==> src/hdl/slice_config.svh <==
// Slice count, counter width, data width, queue depth and downstream credits.
`ifndef SLICE_CONFIG_SVH
`define SLICE_CONFIG_SVH

// *********************************************************************
// Slice timing
// *********************************************************************

// Number of slices, one transmit queue each.
`define SLICE_NUM 4

// Width of the tick counters and period/window registers.
`define SLICE_CNT_W 20

// *********************************************************************
// Data path
// *********************************************************************

`define SLICE_DATA_W 16

// Entries per queue, equal to the upstream credits per writer.
`define SLICE_QUEUE_DEPTH 4

// Downstream credits held after reset.
`define SLICE_TX_CREDITS 2

`endif

==> src/hdl/slice_pkg.sv <==
// Register field and arbiter state enums, register-write and frame structs.
`default_nettype none

`include "slice_config.svh"

package slice_pkg;

  // *******************************************************************
  // Register write
  // *******************************************************************

  typedef enum logic [1:0] {
    CFG_TOTAL = 2'd0,  // Slice period.
    CFG_START = 2'd1,  // Window start.
    CFG_END   = 2'd2   // Window end.
  } cfg_field_e;

  typedef struct packed {
    logic                    wr;
    cfg_field_e              field;
    logic [1:0]              idx;
    logic [`SLICE_CNT_W-1:0] value;
  } slice_cfg_t;

  // *******************************************************************
  // Transmit path
  // *******************************************************************

  typedef struct packed {
    logic [1:0]               qid;   // Source queue.
    logic [`SLICE_DATA_W-1:0] data;
  } tx_frame_t;

  typedef enum logic {
    ARB_IDLE = 1'b0,
    ARB_SEND = 1'b1
  } arb_state_e;

endpackage

`default_nettype wire

==> src/hdl/slice_timer.sv <==
// Per-slice period and window registers, tick counters and window enables.
`timescale 1ns/1ps
`default_nettype none

`include "slice_config.svh"

module slice_timer (
  input  wire logic                 clk,
  input  wire logic                 rstn,
  input  wire logic                 tsf_tick,
  input  wire slice_pkg::slice_cfg_t cfg,
  output logic                      cycle_start,
  output logic [`SLICE_NUM-1:0]     slice_en
);

  import slice_pkg::*;

  logic [`SLICE_CNT_W-1:0] total_q [`SLICE_NUM];
  logic [`SLICE_CNT_W-1:0] start_q [`SLICE_NUM];
  logic [`SLICE_CNT_W-1:0] end_q   [`SLICE_NUM];
  logic [`SLICE_CNT_W-1:0] cnt_q   [`SLICE_NUM];

  // *******************************************************************
  // Configuration registers
  // *******************************************************************

  always_ff @(posedge clk) begin
    if (!rstn) begin
      for (int i = 0; i < `SLICE_NUM; i++) begin
        total_q[i] <= '0;
        start_q[i] <= '0;
        end_q[i]   <= '0;
      end
    end else if (cfg.wr) begin
      case (cfg.field)
        CFG_TOTAL: total_q[cfg.idx] <= cfg.value;
        CFG_START: start_q[cfg.idx] <= cfg.value;
        CFG_END:   end_q[cfg.idx]   <= cfg.value;
        default:   ;  // Unused opcode.
      endcase
    end
  end

  // *******************************************************************
  // Counters and window enables
  // *******************************************************************

  always_ff @(posedge clk) begin
    if (!rstn) begin
      for (int i = 0; i < `SLICE_NUM; i++) begin
        cnt_q[i] <= '0;
      end
      slice_en <= '1;  // All windows open out of reset.
    end else begin
      for (int i = 0; i < `SLICE_NUM; i++) begin
        if (tsf_tick) begin
          cnt_q[i] <= (cnt_q[i] == total_q[i]) ? '0 : cnt_q[i] + 1'b1;
        end
        slice_en[i] <= (cnt_q[i] >= start_q[i]) && (cnt_q[i] <= end_q[i]);
      end
    end
  end

  // Slice 0 marks the start of the schedule.
  assign cycle_start = (cnt_q[0] == total_q[0]);

  // A counter can only pass its period right after a smaller period is written.
  for (genvar g = 0; g < `SLICE_NUM; g++) begin : g_chk
    a_cnt_in_period: assert property (
      @(posedge clk) disable iff (!rstn)
      (cnt_q[g] > total_q[g]) |->
        ($past(cnt_q[g] > total_q[g]) ||
         $past(cfg.wr && (cfg.field == CFG_TOTAL) && (cfg.idx == g)))
    ) else $error("slice %0d counter passed its period", g);
  end

endmodule

`default_nettype wire

==> src/hdl/tx_queue.sv <==
// Per-slice frame FIFO that returns one upstream credit per popped entry.
`timescale 1ns/1ps
`default_nettype none

`include "slice_config.svh"

module tx_queue (
  input  wire logic                     clk,
  input  wire logic                     rstn,
  input  wire logic [1:0]               qid,
  input  wire logic                     in_valid,
  input  wire logic [`SLICE_DATA_W-1:0] in_data,
  output logic                          in_credit,
  input  wire logic                     pop,
  output logic                          empty,
  output slice_pkg::tx_frame_t          head
);

  localparam int PTR_W = $clog2(`SLICE_QUEUE_DEPTH);
  localparam logic [PTR_W-1:0] LAST_PTR = PTR_W'(`SLICE_QUEUE_DEPTH - 1);

  logic [`SLICE_DATA_W-1:0] mem [`SLICE_QUEUE_DEPTH];
  logic [PTR_W-1:0]         wr_ptr;
  logic [PTR_W-1:0]         rd_ptr;
  logic [PTR_W:0]           count;
  logic                     full;

  assign empty = (count == '0);
  assign full  = (count == (PTR_W+1)'(`SLICE_QUEUE_DEPTH));

  always_ff @(posedge clk) begin
    if (in_valid) begin
      mem[wr_ptr] <= in_data;
    end
  end

  always_ff @(posedge clk) begin
    if (!rstn) begin
      wr_ptr    <= '0;
      rd_ptr    <= '0;
      count     <= '0;
      in_credit <= 1'b0;
    end else begin
      if (in_valid) begin
        wr_ptr <= (wr_ptr == LAST_PTR) ? '0 : wr_ptr + 1'b1;
      end
      if (pop) begin
        rd_ptr <= (rd_ptr == LAST_PTR) ? '0 : rd_ptr + 1'b1;
      end
      case ({in_valid, pop})
        2'b10:   count <= count + 1'b1;
        2'b01:   count <= count - 1'b1;
        default: ;
      endcase
      in_credit <= pop;  // Slot freed, hand the credit back.
    end
  end

  assign head = '{qid: qid, data: mem[rd_ptr]};

  // Writer ran past its credits.
  a_no_overflow: assert property (
    @(posedge clk) disable iff (!rstn) in_valid |-> !full
  ) else $error("queue %0d pushed while full", qid);

  a_no_underflow: assert property (
    @(posedge clk) disable iff (!rstn) pop |-> !empty
  ) else $error("queue %0d popped while empty", qid);

endmodule

`default_nettype wire

==> src/hdl/tx_arbiter.sv <==
// Round-robin transmit arbiter with downstream credit tracking and frame register.
`timescale 1ns/1ps
`default_nettype none

`include "slice_config.svh"

module tx_arbiter (
  input  wire logic                                   clk,
  input  wire logic                                   rstn,
  input  wire logic [`SLICE_NUM-1:0]                  slice_en,
  input  wire logic [`SLICE_NUM-1:0]                  empty,
  input  wire slice_pkg::tx_frame_t [`SLICE_NUM-1:0]  head,
  output logic [`SLICE_NUM-1:0]                       pop,
  output logic                                        out_valid,
  output slice_pkg::tx_frame_t                        out_frame,
  input  wire logic                                   out_credit
);

  import slice_pkg::*;

  localparam int CRD_W = $clog2(`SLICE_TX_CREDITS + 1);

  arb_state_e             state_q;
  logic [1:0]             last_q;
  logic [CRD_W-1:0]       credits_q;
  logic [`SLICE_NUM-1:0]  cand;
  logic [1:0]             sel;
  logic                   found;
  logic                   grant;

  assign cand = slice_en & ~empty;

  // *******************************************************************
  // Round-robin pick
  // *******************************************************************

  always_comb begin
    logic [1:0] idx;
    sel   = last_q;
    found = 1'b0;
    for (int k = 1; k <= `SLICE_NUM; k++) begin
      idx = last_q + k[1:0];  // Wraps modulo four.
      if (!found && cand[idx]) begin
        sel   = idx;
        found = 1'b1;
      end
    end
  end

  assign grant = (state_q == ARB_IDLE) && found && (credits_q != '0);

  always_comb begin
    pop = '0;
    if (grant) begin
      pop[sel] = 1'b1;
    end
  end

  // *******************************************************************
  // State, credits and output register
  // *******************************************************************

  always_ff @(posedge clk) begin
    if (!rstn) begin
      state_q   <= ARB_IDLE;
      last_q    <= '1;  // First scan starts at queue 0.
      credits_q <= CRD_W'(`SLICE_TX_CREDITS);
    end else begin
      case (state_q)
        ARB_IDLE: if (grant) state_q <= ARB_SEND;
        ARB_SEND: state_q <= ARB_IDLE;
        default:  state_q <= ARB_IDLE;
      endcase
      if (grant) begin
        last_q <= sel;
      end
      case ({grant, out_credit})
        2'b10:   credits_q <= credits_q - 1'b1;
        2'b01:   credits_q <= credits_q + 1'b1;
        default: ;  // Spend and return cancel.
      endcase
    end
  end

  always_ff @(posedge clk) begin
    if (grant) begin
      out_frame <= head[sel];
    end
  end

  assign out_valid = (state_q == ARB_SEND);

  a_pop_onehot: assert property (
    @(posedge clk) disable iff (!rstn) $onehot0(pop) && ((pop & ~cand) == '0)
  ) else $error("pop is not one-hot on a candidate queue");

  // Consumer returned more credits than it was given.
  a_credit_max: assert property (
    @(posedge clk) disable iff (!rstn) credits_q <= `SLICE_TX_CREDITS
  ) else $error("downstream credits over limit");

endmodule

`default_nettype wire

==> src/hdl/slice_tx_top.sv <==
// Top level of the time-sliced transmit scheduler with timer, queues and arbiter.
`timescale 1ns/1ps
`default_nettype none

`include "slice_config.svh"

module slice_tx_top (
  input  wire logic                                        clk,
  input  wire logic                                        rstn,
  input  wire logic                                        tsf_tick,
  input  wire slice_pkg::slice_cfg_t                       cfg,
  output logic                                             cycle_start,
  input  wire logic [`SLICE_NUM-1:0]                       in_valid,
  input  wire logic [`SLICE_NUM-1:0][`SLICE_DATA_W-1:0]    in_data,
  output logic [`SLICE_NUM-1:0]                            in_credit,
  output logic                                             out_valid,
  output slice_pkg::tx_frame_t                             out_frame,
  input  wire logic                                        out_credit
);

  import slice_pkg::*;

  logic [`SLICE_NUM-1:0]             slice_en;
  logic [`SLICE_NUM-1:0]             empty;
  logic [`SLICE_NUM-1:0]             pop;
  tx_frame_t [`SLICE_NUM-1:0]        head;

  slice_timer slice_timer_i (
    .clk         (clk),
    .rstn        (rstn),
    .tsf_tick    (tsf_tick),
    .cfg         (cfg),
    .cycle_start (cycle_start),
    .slice_en    (slice_en)
  );

  // One queue per slice.
  for (genvar g = 0; g < `SLICE_NUM; g++) begin : g_queue
    tx_queue tx_queue_i (
      .clk       (clk),
      .rstn      (rstn),
      .qid       (2'(g)),
      .in_valid  (in_valid[g]),
      .in_data   (in_data[g]),
      .in_credit (in_credit[g]),
      .pop       (pop[g]),
      .empty     (empty[g]),
      .head      (head[g])
    );
  end

  tx_arbiter tx_arbiter_i (
    .clk        (clk),
    .rstn       (rstn),
    .slice_en   (slice_en),
    .empty      (empty),
    .head       (head),
    .pop        (pop),
    .out_valid  (out_valid),
    .out_frame  (out_frame),
    .out_credit (out_credit)
  );

endmodule

`default_nettype wire

==> config.mk <==
export PLATFORM = sky130hd
export DESIGN_NAME = slice_tx_top
export DESIGN_NICKNAME = d
export VERILOG_FILES = /design/src/hdl/slice_pkg.sv /design/src/hdl/slice_timer.sv /design/src/hdl/tx_queue.sv /design/src/hdl/tx_arbiter.sv /design/src/hdl/slice_tx_top.sv
export VERILOG_INCLUDE_DIRS = /design/src /design/src/hdl
export SDC_FILE = /design/constraint.sdc
export NUM_CORES = 1
export LEC_CHECK = 0
export ABC_AREA = 1
export ABC_CLOCK_PERIOD_IN_PS = 3560
export BUFFER_PORTS_ARGS = -buffer_cell sky130_fd_sc_hd__buf_2
export CAP_MARGIN = 40
export CORE_MARGIN = 1.5
export CORE_UTILIZATION = 59
export CTS_BUF_LIST = sky130_fd_sc_hd__clkbuf_16
export DETAILED_ROUTE_END_ITERATION = 8
export PLACE_DENSITY_LB_ADDON = 0.25
export SLEW_MARGIN = 20
export SYNTH_ARGS = -nofsm -noshare
export SYNTH_HDL_FRONTEND = slang
export SYNTH_SLANG_ARGS = --single-unit
==> constraint.sdc <==
create_clock -name clk -period 3.56 [get_ports clk]
set_input_delay 0.356 -clock clk [delete_from_list [all_inputs] [get_ports clk]]
set_output_delay 0.356 -clock clk [all_outputs]
set_load 0.01 [all_outputs]
After elaboration in Yosys (flattened, before gate mapping)
Memories as Yosys holds them, arrays and structs flattened. A register that Yosys moved wholly into a read port is not among the register bits.
Cells that the tools add are included.
W data, S select, Z words.
{"block": "classes", "add_sub_neg": 25, "n_lt_le_gt_ge": 14, "eq_ne": 24, "mux": 85, "bitwise": 7, "n_reduce_logical": 27}
{"cell": "$mux W20", "n": 11}
{"cell": "$add A20 B1 Y20 const B", "n": 4}
{"cell": "$eq A20 B20 Y1", "n": 4}
{"cell": "$ge A20 B20 Y1", "n": 4}
{"cell": "$le A20 B20 Y1", "n": 4}
{"cell": "$reduce_or A20 Y1", "n": 3}
{"cell": "$mux W2", "n": 23}
{"cell": "$mux W1", "n": 37}
{"cell": "$bmux W18 S2", "n": 1}
{"cell": "$eq A2 B2 Y1 const B", "n": 14}
{"cell": "$pmux W3 S2", "n": 4}
{"cell": "$add A2 B1 Y2 const B", "n": 10}
{"cell": "$mux W18", "n": 1}
{"cell": "$lt A2 B3 Y1 const B", "n": 5}
{"cell": "$add A3 B1 Y3 const B", "n": 4}
{"cell": "$eq A2 B1 Y1 const B", "n": 6}
{"cell": "$logic_not A3 Y1", "n": 4}
{"cell": "$reduce_bool A2 Y1", "n": 6}
{"cell": "$sub A3 B1 Y3 const B", "n": 4}
{"cell": "$logic_and A1 B1 Y1", "n": 10}
{"cell": "$bmux W1 S2", "n": 4}
{"cell": "$add A2 B2 Y2 const B", "n": 2}
{"cell": "$and A4 B4 Y4", "n": 1}
{"cell": "$mux W4", "n": 1}
{"cell": "10 further kinds", "n": 15}
{"block": "word_totals", "register_bits": 59, "mem_bits_rw": 576, "output_inout_bits": 24, "memories": 8}
{"name": "slice_timer_i.cnt_q", "depth": 4, "word_bits": 20, "read_ports": 4, "rd_ports_with_merged_regs": 0, "wr": 4, "line": "slice_timer.sv:21", "rtl": "logic [`SLICE_CNT_W-1:0] cnt_q [`SLICE_NUM];"}
{"name": "slice_timer_i.end_q", "depth": 4, "word_bits": 20, "read_ports": 4, "rd_ports_with_merged_regs": 0, "wr": 4, "line": "slice_timer.sv:20", "rtl": "logic [`SLICE_CNT_W-1:0] end_q [`SLICE_NUM];"}
{"name": "slice_timer_i.start_q", "depth": 4, "word_bits": 20, "read_ports": 4, "rd_ports_with_merged_regs": 0, "wr": 4, "line": "slice_timer.sv:19", "rtl": "logic [`SLICE_CNT_W-1:0] start_q [`SLICE_NUM];"}
{"name": "slice_timer_i.total_q", "depth": 4, "word_bits": 20, "read_ports": 4, "rd_ports_with_merged_regs": 0, "wr": 4, "line": "slice_timer.sv:18", "rtl": "logic [`SLICE_CNT_W-1:0] total_q [`SLICE_NUM];"}
{"name": "g_queue[0].tx_queue_i.mem", "depth": 4, "word_bits": 16, "read_ports": 1, "rd_ports_with_merged_regs": 1, "wr": 1, "line": "tx_queue.sv:22", "rtl": "logic [`SLICE_DATA_W-1:0] mem [`SLICE_QUEUE_DEPTH];"}
{"name": "g_queue[1].tx_queue_i.mem", "depth": 4, "word_bits": 16, "read_ports": 1, "rd_ports_with_merged_regs": 1, "wr": 1, "line": "tx_queue.sv:22"}
{"name": "2 more memories"}

Depth between registers and ports, before layout
Gate-level depths: netlist (run 1).
{"block": "logic_depth", "word_depth": 22, "depth_mapped": 21}

Hierarchy
Synthesis (run 1) repeated with hierarchy kept, for this count alone.
{"block": "unflattened", "hier_cells": 3216, "area_unflattened_um2": 32334.8}
{"module": "slice_timer", "n_inst": 1, "cells_each": 2055, "area_per_inst_um2": 18749.2, "seq_area_each_um2": 9689.3}
{"module": "tx_queue (g_queue[1].tx_queue_i ...)", "n_inst": 3, "cells_each": 218, "area_per_inst_um2": 2965.3, "seq_area_each_um2": 2122.0}
{"module": "tx_queue (g_queue[0].tx_queue_i)", "n_inst": 1, "cells_each": 218, "area_per_inst_um2": 2852.7, "seq_area_each_um2": 2122.0}
{"module": "tx_arbiter", "n_inst": 1, "cells_each": 287, "area_per_inst_um2": 1829.3, "seq_area_each_um2": 640.6}
{"module": "slice_tx_top", "n_inst": 1, "cells_each": 2, "area_per_inst_um2": 7.5, "seq_area_each_um2": 0.0}

Worst setup path before layout (run 1)
Ideal clock, no wire load.
{"block": "synth_timing", "path_kind": "register to register", "start": "register tx_arbiter_i.last_q[0]", "end": "register g_queue[1].tx_queue_i.count[2]", "setup_time_ns": 0.122, "arrival_ns": 2.753, "required_time_ns": 3.438, "path_slack_ns": 0.685, "path_stages_with_launch": 18, "n_path_buf": 1, "cell_sequence": "dfxtp_1 buf_4 xor2_4 inv_2 nand3_2 nand2_4 nand3_2 nor2_1 nor2_4 nand2_1 nor2_4 ha_1 inv_1 fa_1 a21oi_1 o21ai_0 o21ai_0 a21oi_1"}
{"element": "start: declaration", "line": "tx_arbiter.sv:24", "rtl": "logic [1:0] last_q;"}
{"element": "start signal: assignment", "line": "tx_arbiter.sv:75", "rtl": "last_q <= sel;"}
{"element": "$add A2 B1 Y2", "line": "tx_arbiter.sv:42", "rtl": "idx = last_q + k[1:0];"}
{"element": "$bmux W1 S2", "line": "tx_arbiter.sv:43", "rtl": "if (!found && cand[idx]) begin"}
{"element": "$mux W1 (implied by the code)", "line": "tx_arbiter.sv:43"}
{"element": "$mux W1", "line": "tx_arbiter.sv:43"}
{"element": "$logic_not A1 Y1", "line": "tx_arbiter.sv:43"}
{"element": "$logic_and A1 B1 Y1", "line": "tx_arbiter.sv:43"}
{"element": "$mux W1", "line": "tx_arbiter.sv:43"}
{"element": "$logic_not A1 Y1", "line": "tx_arbiter.sv:43"}
{"element": "(+3 left out)"}
{"element": "$logic_and A1 B1 Y1", "line": "tx_arbiter.sv:43"}
{"element": "$mux W1 *", "line": "tx_arbiter.sv:43"}
{"element": "$logic_and A1 B1 Y1 * (2 in a row)", "line": "tx_arbiter.sv:50", "rtl": "assign grant = (state_q == ARB_IDLE) && found && (credits_q != '0);"}
{"element": "net tx_arbiter_i.grant", "line": "tx_arbiter.sv:29", "rtl": "logic grant;"}
{"element": "$mux W4 *", "line": "tx_arbiter.sv:54", "rtl": "if (grant) begin"}
{"element": "net g_queue[1].tx_queue_i.pop", "line": "tx_queue.sv:14", "rtl": "input wire logic pop,"}
{"element": "$eq A2 B1 Y1 or $eq A2 B2 Y1 (tied branches)", "line": "tx_queue.sv:50", "rtl": "case ({in_valid, pop})"}
{"element": "$pmux W3 S2 or $reduce_bool A2 Y1 (tied branches)"}
{"element": "end signal: assignment", "line": "tx_queue.sv:51", "rtl": "2'b10: count <= count + 1'b1;"}
{"element": "end signal: assignment", "line": "tx_queue.sv:52", "rtl": "2'b01: count <= count - 1'b1;"}
{"element": "end: declaration", "line": "tx_queue.sv:25", "rtl": "logic [PTR_W:0] count;"}
The timed path passes the listed nets; every way through them passes the cells marked *. The select of a mux whose other input is x is not followed.
A chain may end at the register's enable or synchronous reset.

Worst setup path after layout (run 1)
{"block": "layout_timing", "start": "register tx_arbiter_i.last_q[0]", "end": "register g_queue[3].tx_queue_i.count[2]"}
{"block": "layout_between", "elab_chain_len": 20}
{"element": "$add A2 B1 Y2", "line": "tx_arbiter.sv:42"}
{"element": "$bmux W1 S2", "line": "tx_arbiter.sv:43"}
{"element": "$mux W1 (implied by the code)", "line": "tx_arbiter.sv:43"}
{"element": "$mux W1", "line": "tx_arbiter.sv:43"}
{"element": "$logic_not A1 Y1", "line": "tx_arbiter.sv:43"}
{"element": "$logic_and A1 B1 Y1", "line": "tx_arbiter.sv:43"}
{"element": "$mux W1", "line": "tx_arbiter.sv:43"}
{"element": "$logic_not A1 Y1", "line": "tx_arbiter.sv:43"}
{"element": "(+5 left out)"}
{"element": "$lt A2 B3 Y1 (implied by the code) or $ge A2 B1 Y1 (tied branches)", "line": "tx_arbiter.sv:55", "rtl": "pop[sel] = 1'b1;"}
{"element": "$logic_and A1 B1 Y1 (implied by the code)", "line": "tx_arbiter.sv:55"}
{"element": "$mux W1 (implied by the code)", "line": "tx_arbiter.sv:55"}
{"element": "$demux W1 S2"}
{"element": "$mux W4 *", "line": "tx_arbiter.sv:54"}
{"element": "net g_queue[3].tx_queue_i.pop", "line": "tx_queue.sv:14"}
{"element": "$eq A2 B1 Y1 or $eq A2 B2 Y1 (tied branches)", "line": "tx_queue.sv:50"}
{"element": "$pmux W3 S2 or $reduce_bool A2 Y1 (tied branches)"}
{"element": "end signal: assignment", "line": "tx_queue.sv:51"}
{"element": "end signal: assignment", "line": "tx_queue.sv:52"}
{"element": "end: declaration", "line": "tx_queue.sv:25"}
Marks and branches as above.

==> results.sh, run 1 <==
export IMPL_outcome="completed"
export IMPL_peakVddDrop_v=0.000515
export IMPL_drcViolationCount=0
export IMPL_synth_fp_nets=3219
export IMPL_rr_worst_depth=17
export IMPL_grt_overflow=0
export IMPL_cts_htree_levels=3
export IMPL_startpoint_type="flip-flop"
export IMPL_drt_total_wl_um=75200
export IMPL_nNetsFinal=3405
export IMPL_cts_buffers_inserted=69
export IMPL_synth_warnings=0
export IMPL_io_pins=121
export IMPL_clockBufferDepth=3
export IMPL_grt_pass1_vias=21400
export IMPL_start_util_pct=60.1
export IMPL_rows=83
export IMPL_cts_sinks=643
export IMPL_setup_violations=0
export IMPL_syn_area_mm2=0.0310
export IMPL_io_buffers=120
export IMPL_worst_pin_slew_ns=0.878
export IMPL_antenna_found_initial=3
export IMPL_hold_path_endpoint="g_queue[0].tx_queue_i.wr_ptr[1]"
export IMPL_fin_setup_tns_ns=0
export IMPL_max_cap_viol_count=0
export IMPL_end_kind="flip-flop"
export IMPL_nFillCells=3643
export IMPL_synth_flop_cell="edfxtp_1"
export IMPL_clock_fmax_mhz=319
export IMPL_grt_pass1_wl_um=116000
export IMPL_maxSlewViolCount=0
export IMPL_first_iter_violations=2136
export IMPL_hp_start="in_valid[0]"
export IMPL_worstReg2RegStart="tx_arbiter_i.last_q[0]"
export IMPL_design_area_mm2=0.0353
export IMPL_finClkSkew_ns=0.0246
export IMPL_area_growth_pct=14.0
export IMPL_multi_input_area_mm2=0.0104
export IMPL_die_y_um=232
export IMPL_post_cts_setup_buffers=0
export IMPL_slew_headroom_pct=41.4
export IMPL_dpl_cell_count=3653
export IMPL_synth_seq_cells=643
export IMPL_clock_root_buffer="clkbuf_16"
export IMPL_grt_usage_pct=28.0
export IMPL_via_count=22200
export IMPL_hold_violations=0
export IMPL_grt_max_degree=42
export IMPL_rr_endpoint="g_queue[3].tx_queue_i.count[2]"
export IMPL_ys_async_sr_fraction_pct=0
export IMPL_avgSynthCellArea_um2=10.6
export IMPL_postRouteAntennaNets=0
export IMPL_seq_area_frac_synth_pct=60.7
export IMPL_synth_common_cells="edfxtp_1, nor2_1, nand2_1"
export IMPL_power_density_mw_per_mm2=623
export IMPL_place_hpwl_um=50000
export IMPL_cts_tree="yes"
export IMPL_arrival_ns=3.61
export IMPL_post_dp_cell_area_mm2=0.0323
export IMPL_timing_reg2reg_setup_slack_ns=0.42
export IMPL_routedWlPerCell_um=19.5
export IMPL_holdPathStages=3
export IMPL_path_max_fanout=9
export IMPL_rsz0062_at_grt="false"
export IMPL_first_pass_iters=5
export IMPL_period_needed_ns=3.14
export IMPL_clock_latency_ns=0.62
export IMPL_yosys_top_cells_area="edfxtp_1, ha_1, nor2_1, nand2_1, inv_1"
export IMPL_clk_pin_slew_ns=0.06
export IMPL_synthCells=2929
export IMPL_vias_per_cell=5.76
export IMPL_final_cells=3856
export IMPL_die_area_mm2=0.0539
export IMPL_leakagePower_nw=14.6
export IMPL_seqCellArea_mm2=0.0188
export IMPL_critPathKind="flip-flop to flip-flop"
export IMPL_finalCritPeriodShare_pct=88.1
export IMPL_yosysUniqueCellTypes=50
export IMPL_synth_edf_count=594
export IMPL_die_width_um=232
export IMPL_cp_required_ns=4.03
export IMPL_netlist_area_leader_share_pct=57.5
export IMPL_drive_gt1_share_pct=9.52
export IMPL_finalWeightedCongestion=0.876
export IMPL_core_mm2=0.0516
export IMPL_holdCritPathClass="input pin to flip-flop"
export IMPL_synth_most_common_cell="edfxtp_1"
export IMPL_yosys_area_top_type="edfxtp_1"
==> per-layer routing <==
metal / part of all wire, % / vias to the layer above / wire length, µm / track usage, %
li1: - / 10400 / - / -
met1: 42 / 10700 / 31700 / 39.3
met2: 47 / 922 / 35200 / 44.6
met3: 8.4 / 143 / 6280 / 4.11
met4: 2.6 / 2 / 1980 / 9.84
met5: 0.011 / - / 8 / 0
==> placed cells by master, fill, tap and decap left out, types with 20 or more instances in the layout <==
cell type	count
ha_1	189
xnor2_1	49
nand3_1	69
nor2_1	518
buf_2	120
clkbuf_16	71
dfxtp_1	49
edfxtp_1	594
dlygate4sd3_1	64
nand4_1	59
nor3_1	44
xor2_1	45
a32oi_1	32
a21oi_1	162
o21ai_0	126
nand2_1	360
inv_1	362
o21ai_1	20
buf_4	28
o22ai_1	34
==> sequential cells by signal, indices dropped and copies added, names as in the netlist, 8 cells and up, named ones only <==
| signal | flops |
|---|---|
| g_queue.tx_queue_i.wr_ptr | 8 |
| g_queue.tx_queue_i.count | 12 |
| tx_arbiter_i.out_frame | 18 |
| slice_timer_i.start_q | 80 |
| g_queue.tx_queue_i.rd_ptr | 8 |
| slice_timer_i.end_q | 80 |
| g_queue.tx_queue_i.mem | 256 |
| slice_timer_i.total_q | 80 |
| slice_timer_i.cnt_q | 80 |
==> metrics by stage <==
stage / power, mW / hold slack, ns / utilization [%] / setup WS (ns)
after global placement: 14.7 / 0.452 / 62.4 / 0.533
final: 22.0 / 0.138 / 68.4 / 0.425
after global routing: 23.0 / 0.149 / 68.4 / 0.0123
after floorplan: 13.4 / 0.439 / - / 0.685
after CTS: 22.0 / 0.119 / 68.2 / 0.405
after detailed placement: 15.0 / 0.469 / 62.7 / 0.440
==> report_power, final <==
part	total, mW	internal, mW	switching (mW)
logic	5.51	1.75	3.76
clock network	6.99	4.01	2.98
registers	9.51	9.10	0.407
==> area by class of cell <==
type | instances | share of cell area, %
Timing Repair Buffer | 228 | 4.89
Multi-Input combinational cell | 1821 | 29.4
Antenna cell | 4 | 0.0283
Clock inverter | 57 | 1.28
Clock buffer | 71 | 5.03
Tap cell | 680 | 2.41
Sequential cell | 643 | 53.3
Inverter | 352 | 3.75
==> logic make-up (layout without fill, tap and decap cells) <==
logic type / Yosys count / in the layout / share of synthesized area [%]
compound gates: 408 / 408 / 7.41
xor+xnor: 95 / 95 / 2.74
fa+ha+maj: 193 / 193 / 7.89
buf+inv: 465 / 708 / 5.86
flops: 643 / 643 / 60.7
other cells: 0 / 4 / 0
simple gates: 1125 / 1125 / 15.4
==> worst max-delay path: stages, from the launching register on <==
cell and delay, ns:
dfxtp_1 0.63, inv_4 0.11, nand3_1 0.17, nand2_1 0.10
nand2_1 0.07, nand2_1 0.12, nand3_2 0.11, nand3_1 0.09
nand2_2 0.22, nand3_2 0.15, inv_1 0.08, ha_1 0.13
inv_1 0.07, fa_1 0.38, a21oi_1 0.14, o21ai_0 0.13
o21ai_0 0.22, a21oi_1 0.07
==> worst max-delay path by stage <==
stage	from	endpoint	slack, ns	cells past startpoint
detailed placement	tx_arbiter_i.last_q[0]	g_queue[3].tx_queue_i.count[2]	0.44	17
global placement	tx_arbiter_i.last_q[0]	g_queue[3].tx_queue_i.count[2]	0.53	17
global route	tx_arbiter_i.last_q[0]	g_queue[3].tx_queue_i.count[2]	0.01	17
finish	tx_arbiter_i.last_q[0]	g_queue[3].tx_queue_i.count[2]	0.42	17
floorplan	tx_arbiter_i.last_q[0]	g_queue[1].tx_queue_i.count[2]	0.69	17
CTS	tx_arbiter_i.last_q[0]	g_queue[3].tx_queue_i.count[2]	0.40	17
==> timing repair <==
item | in CTS | in global routing
setup endpoints to repair | 0 | 0
gates resized for setup | 0 | 0
hold endpoints to repair | 256 | 0
hold buffers | 64 | 0
No activity file was read; power rests on OpenSTA's default activity.
==> run 2, diff against run 1 <==
--- a/config.mk
+++ b/config.mk
@@ -11,7 +11,7 @@
 export BUFFER_PORTS_ARGS = -buffer_cell sky130_fd_sc_hd__buf_2
 export CAP_MARGIN = 40
 export CORE_MARGIN = 1.5
-export CORE_UTILIZATION = 59
+export CORE_UTILIZATION = 50
 export CTS_BUF_LIST = sky130_fd_sc_hd__clkbuf_16
 export DETAILED_ROUTE_END_ITERATION = 8
 export PLACE_DENSITY_LB_ADDON = 0.25
==> run 2 against run 1 <==
Against the previous run:
- combinational power rose by 2%
- sequential share of layout area shrank 0.29 points
- setup slack better by 0.068 ns
- sequential cell count stayed put
- non-clock buffer count grew 5
- largest power group unchanged
==> results.sh, run 2 (synthesis results as in run 1) <==
export IMPL_outcome="completed"
export IMPL_largest_reg_flops=256
export IMPL_drive_gt1_share_pct=9.83
export IMPL_drcViolationCount=0
export IMPL_grt_overflow=0
export IMPL_slowest_stage="dfxtp_1"
export IMPL_utilization_pct=57.8
export IMPL_worst_pin_slew_ns=0.870
export IMPL_timing_reg2reg_setup_slack_ns=0.49
export IMPL_crit_end="g_queue[2].tx_queue_i.count[2]"
export IMPL_arrival_ns=3.56
export IMPL_holdCritPathClass="input pin to flip-flop"
export IMPL_clock_root_buffer="clkbuf_16"
export IMPL_power_density_mw_per_mm2=627
export IMPL_first_iter_violations=2196
export IMPL_startpoint_type="flip-flop"
export IMPL_clk_pin_slew_ns=0.06
export IMPL_drt_total_wl_um=76100
export IMPL_final_cell_mix="edfxtp_1, nor2_1, inv_1, nand2_1, ha_1"
export IMPL_largest_register="g_queue.tx_queue_i.mem"
export IMPL_post_dp_cell_area_mm2=0.0325
export IMPL_dpl_cell_count=3766
export IMPL_path_max_fanout=9
export IMPL_grt_pass1_vias=21500
export IMPL_place_hpwl_um=51000
export IMPL_rr_worst_depth=17
export IMPL_start_util_pct=50.4
export IMPL_area_growth_pct=14.6
export IMPL_hold_violations=0
export IMPL_core_mm2=0.0615
export IMPL_cts_tree="yes"
export IMPL_nFillCells=5017
export IMPL_die_y_um=252
export IMPL_max_cap_viol_count=0
export IMPL_clock_latency_ns=0.62
export IMPL_routedWlPerCell_um=19.2
export IMPL_antenna_found_initial=2
export IMPL_leakagePower_nw=14.7
export IMPL_path_common_cell="nand2_1"
export IMPL_rows=91
export IMPL_setup_violations=0
export IMPL_hold_ws_ns=0.0962
export IMPL_vias_per_cell=5.55
export IMPL_holdPathStages=2
export IMPL_cts_sinks=643
export IMPL_slew_headroom_pct=41.9
export IMPL_rsz0062_at_grt="false"
export IMPL_post_cts_setup_buffers=0
export IMPL_finalWeightedCongestion=0.862
export IMPL_pre_cts_ws_ns=0.532
export IMPL_design_area_mm2=0.0355
export IMPL_die_area_mm2=0.0635
export IMPL_worstReg2RegStart="tx_arbiter_i.last_q[0]"
export IMPL_cts_htree_levels=3
export IMPL_io_pins=121
export IMPL_finClkSkew_ns=0.0227
export IMPL_cts_buffers_inserted=71
export IMPL_first_pass_iters=5
export IMPL_maxSlewViolCount=0
export IMPL_clockBufferDepth=3
export IMPL_cp_required_ns=4.05
export IMPL_seqCellArea_mm2=0.0188
export IMPL_peakVddDrop_v=0.000864
export IMPL_path_cells="nand3_1 > nand2_1 > nand2_1 > nand2_1 > nand3_2 > nand2_1 > nand2_1 > nor2_2 > nand2_1 > inv_1 > ha_1 > inv_1 > fa_1 > a21oi_1 > o21ai_0 > o21ai_0 > a21oi_1"
export IMPL_critPathKind="flip-flop to flip-flop"
export IMPL_grt_pass1_wl_um=117000
export IMPL_via_count=22000
export IMPL_io_buffers=120
export IMPL_rr_endpoint="g_queue[2].tx_queue_i.count[2]"
export IMPL_grt_max_degree=42
export IMPL_postRouteAntennaNets=0
export IMPL_die_width_um=252
export IMPL_multi_input_area_mm2=0.0104
export IMPL_period_needed_ns=3.07
export IMPL_setup_ws_ns=0.493
export IMPL_end_kind="flip-flop"
export IMPL_grt_usage_pct=24.0
export IMPL_finalCritPeriodShare_pct=86.2
export IMPL_nNetsFinal=3412
export IMPL_fin_setup_tns_ns=0
export IMPL_clock_fmax_mhz=326
export IMPL_cp_slowest_stage_delay_ns=0.61
export IMPL_final_cells=3966
export IMPL_totalPowerFinal_mw=22.3
export IMPL_crit_start="tx_arbiter_i.last_q[0]"
export IMPL_layout_cells_most_common="edfxtp_1"
run 2: changes by cell type in the layout (fill, tap and decap cells not counted), moves of 2 or more:
cell	change
diode_2	-3
buf_8	+4
buf_4	+3
clkbuf_16	+2
clkinv_1	-6
buf_16	-2
run 2: repair_timing:
action,CTS,global route
hold endpoints to repair,256,0
resized for setup,0,0
hold buffers,64,0
run 2: how the worst min path moves through the flow:
stage	startpoint	endpoint	slack, ns
finish	rstn	slice_timer_i.slice_en[3]	0.1
global route	rstn	slice_timer_i.slice_en[3]	0.10
CTS	rstn	slice_timer_i.slice_en[3]	0.06
detailed placement	g_queue[2].tx_queue_i.count[2]	g_queue[2].tx_queue_i.count[2]	0.47
global placement	g_queue[2].tx_queue_i.count[2]	g_queue[2].tx_queue_i.count[2]	0.45
floorplan	g_queue[1].tx_queue_i.count[2]	g_queue[1].tx_queue_i.count[2]	0.44
run 2: report_power, final:
group	leakage, nW	internal, mW	switching, mW	total [mW]
clock	1.16	4.10	3.02	7.13
combinational	7.38	1.74	3.90	5.64
sequential	6.11	9.10	0.406	9.51
run 2: final cells by class:
type	count	area share (%)
multi-input cells	1821	29.2
clock inverters	53	1.23
clock buffers	73	5.14
inverters	352	3.73
diodes	1	0.00704
flip-flops and latches	643	53.0
repair buffers	233	4.94
well taps	790	2.78
run 2: routing by layer:
metal | global-route usage (%) | vias up | routed length (µm)
met4 | 8.57 | 2 | 2080
met3 | 3.50 | 134 | 5330
met1 | 32.7 | 10600 | 32700
met2 | 39.1 | 787 | 36000
li1 | - | 10400 | -
met5 | 0 | - | 11
run 2: worst max-delay path: cells and delay by family (launching register included):
kind / cells / cell delay, ns
buf+inv: 2 / 0.14
fa+ha+maj: 2 / 0.52
simple gates: 9 / 1.22
flops: 1 / 0.61
compound gates: 4 / 0.47
==> run 3, diff against run 2 <==
--- a/config.mk
+++ b/config.mk
@@ -6,12 +6,11 @@
 export SDC_FILE = /design/constraint.sdc
 export NUM_CORES = 1
 export LEC_CHECK = 0
-export ABC_AREA = 1
 export ABC_CLOCK_PERIOD_IN_PS = 3560
 export BUFFER_PORTS_ARGS = -buffer_cell sky130_fd_sc_hd__buf_2
 export CAP_MARGIN = 40
 export CORE_MARGIN = 1.5
-export CORE_UTILIZATION = 50
+export CORE_UTILIZATION = 25
 export CTS_BUF_LIST = sky130_fd_sc_hd__clkbuf_16
 export DETAILED_ROUTE_END_ITERATION = 8
 export PLACE_DENSITY_LB_ADDON = 0.25
==> run 3 against run 2 <==
Against the previous run:
- die area up 96%
- total power shrank 8.1%
- core utilization shrank 28 points
- register-to-register slack improved by 0.04 ns
- non-clock buffer count increased by 15
- routed wire length rose by 3.2%
- synthesized cell count is 23% lower
- combinational power down 33%
- clock skew about the same
- critical path depth down 6
- area after synthesis decreased by 1.4%
- highest routed layer unchanged
==> results.sh, run 3 <==
export IMPL_outcome="completed"
export IMPL_ys_async_sr_fraction_pct=0
export IMPL_rr_worst_depth=11
export IMPL_synthSimpleGateAreaFrac_pct=11.8
export IMPL_die_y_um=353
export IMPL_final_cell_mix="edfxtp_1, and2_1, inv_1, ha_1, nor2_1"
export IMPL_period_needed_ns=3.03
export IMPL_seq_area_frac_synth_pct=61.6
export IMPL_grtUsageMet1_pct=15.9
export IMPL_grt_pass1_vias=19400
export IMPL_cts_resized=0
export IMPL_cp_slowest_stage_delay_ns=0.48
export IMPL_max_cap_viol_count=0
export IMPL_cts_buffers_inserted=74
export IMPL_clk_pin_slew_ns=0.06
export IMPL_yosys_area_top_type="edfxtp_1"
export IMPL_cp_required_ns=4.11
export IMPL_netlist_area_leader_share_pct=58.4
export IMPL_clockBufferDepth=3
export IMPL_yosysUniqueCellTypes=60
export IMPL_synth_warnings=0
export IMPL_postRouteAntennaNets=0
export IMPL_rows=128
export IMPL_grt_overflow=0
export IMPL_place_hpwl_um=55000
export IMPL_clock_latency_ns=0.63
export IMPL_path_common_cell="inv_1"
export IMPL_peakVddDrop_v=0.000406
export IMPL_io_pins=121
export IMPL_largest_register="g_queue.tx_queue_i.mem"
export IMPL_start_util_pct=25.1
export IMPL_routedWlPerCell_um=18.9
export IMPL_rsz0062_at_grt="false"
export IMPL_hold_violations=0
export IMPL_synth_edf_count=594
export IMPL_drive_gt1_share_pct=14.9
export IMPL_cts_htree_levels=3
export IMPL_setup_violations=0
export IMPL_first_pass_iters=5
export IMPL_arrival_ns=3.58
export IMPL_vias_per_cell=4.36
export IMPL_area_growth_pct=19.5
export IMPL_antenna_found_initial=10
export IMPL_core_mm2=0.122
export IMPL_die_width_um=353
export IMPL_die_area_mm2=0.124
export IMPL_maxSlewViolCount=0
export IMPL_worst_pin_slew_ns=0.739
export IMPL_grt_busiest_layer="met2"
export IMPL_leakagePower_nw=14.0
export IMPL_synthCells=2244
export IMPL_holdPathStages=3
export IMPL_layout_cells_most_common="edfxtp_1"
export IMPL_cp_num_buf_inv=2
export IMPL_slew_headroom_pct=50.3
export IMPL_clock_root_buffer="clkbuf_16"
export IMPL_grt_max_degree=46
export IMPL_slowest_stage="nor4b_1"
export IMPL_yosys_top_cells_area="edfxtp_1, ha_1, and2_1, mux4_2, dfxtp_1"
export IMPL_drcViolationCount=0
export IMPL_clock_fmax_mhz=331
export IMPL_synth_top_family_by_area="simple AND/OR/NAND/NOR gates"
export IMPL_power_density_mw_per_mm2=560
export IMPL_synth_compound_gate_area_share_pct=4.40
export IMPL_totalPowerFinal_mw=20.5
export IMPL_post_cts_setup_buffers=0
export IMPL_path_max_fanout=5
export IMPL_synthMuxAreaShare_pct=6.03
export IMPL_grt_pass1_wl_um=119000
export IMPL_via_count=18100
export IMPL_synth_most_common_cell="edfxtp_1"
export IMPL_grtUsageMet2_pct=21.6
export IMPL_grt_use_met3_pct=2.16
export IMPL_critPathKind="flip-flop to flip-flop"
export IMPL_crit_family="simple AND/OR/NAND/NOR gates"
export IMPL_synth_flop_cell="edfxtp_1"
export IMPL_syn_area_mm2=0.0306
export IMPL_largest_reg_flops=256
export IMPL_holdCritPathClass="input pin to flip-flop"
export IMPL_end_kind="flip-flop"
export IMPL_utilization_pct=30.0
export IMPL_synth_fp_nets=2534
export IMPL_io_buffers=120
export IMPL_avgSynthCellArea_um2=13.6
export IMPL_setup_ws_ns=0.535
export IMPL_startpoint_type="flip-flop"
export IMPL_finClkSkew_ns=0.0230
export IMPL_path_cells="o31a_1 > nor4b_1 > a2111oi_4 > nand3b_1 > inv_1 > ha_1 > inv_1 > fa_1 > xor2_1 > or3_1 > a21oi_1"
export IMPL_pre_cts_ws_ns=0.518
export IMPL_crit_cells=11
export IMPL_hold_buffers=64
export IMPL_nNetsFinal=2767
export IMPL_drt_total_wl_um=78500
export IMPL_finalCritPeriodShare_pct=85.0
export IMPL_synth_common_cells="edfxtp_1, and2_1, inv_1"
export IMPL_cts_sinks=643
export IMPL_cts_tree="yes"
export IMPL_finalWeightedCongestion=0.773
export IMPL_synth_seq_cells=643
export IMPL_fin_setup_tns_ns=0
export IMPL_grt_usage_pct=12.6
export IMPL_synthAdderAreaFrac_pct=8.00
export IMPL_yosys_area_share_xor_xnor_pct=4.61
export IMPL_first_iter_violations=1182
run 3: kinds of logic (layout without fill, tap and decap cells):
logic type	Yosys count	count (layout)
buf+inv	285	575
mux	102	102
xor+xnor	161	161
other cells	0	2
fa+ha+maj	193	193
simple gates	658	658
flops	643	643
compound gates	202	202
run 3: area by class of cell:
class / count / area [µm²]
well taps: 1625 / 2030
fillers: 12100 / 85000
flip-flops and latches: 643 / 18800
inverters: 194 / 728
clock inverters: 59 / 455
clock buffers: 74 / 1850
diodes: 2 / 5.00
multi-input cells: 1316 / 10700
repair buffers: 248 / 1890
run 3: worst register-to-register path: stages, from the launching register on:
cell and delay (ns):
dfxtp_1 0.34, o31a_1 0.32, nor4b_1 0.48, a2111oi_4 0.15, nand3b_1 0.32, inv_1 0.11, ha_1 0.19, inv_1 0.06
fa_1 0.37, xor2_1 0.16, or3_1 0.30, a21oi_1 0.15
run 3: through the flow:
stage / hold slack (ns) / instance area [µm²] / cells
after floorplan: 0.455 / 30600 / 2244
after global placement: 0.474 / 33200 / 3936
after detailed placement: 0.488 / 33500 / 3959
after CTS: 0.00165 / 36500 / 4156
after global routing: 0.0388 / 36500 / 4159
final: 0.0431 / 36500 / 4161
run 3: power breakdown:
part           internal (mW)  total (mW)  switching (mW)
registers               9.00        9.41           0.417
logic                   1.57        3.76            2.20
clock network           4.17        7.29            3.13
total                   14.7        20.5            5.74
run 3: per-layer routing:
| layer | share of wire [%] | up-vias |
|---|---|---|
| met5 | 0.029 | - |
| met4 | 3.4 | 4 |
| met3 | 4.2 | 142 |
| met2 | 49 | 362 |
| met1 | 43 | 9058 |
| li1 | - | 8564 |
run 3: worst paths after layout:
check,start,end,slack (ns)
setup / recovery,g_queue[2].tx_queue_i.count[0],g_queue[1].tx_queue_i.count[2],0.53
hold / removal,in_valid[1],g_queue[1].tx_queue_i.wr_ptr[1],0.04
setup reg to reg,g_queue[2].tx_queue_i.count[0],g_queue[1].tx_queue_i.count[2],0.53
hold reg to reg,g_queue[3].tx_queue_i.rd_ptr[1],flip-flop,0.49
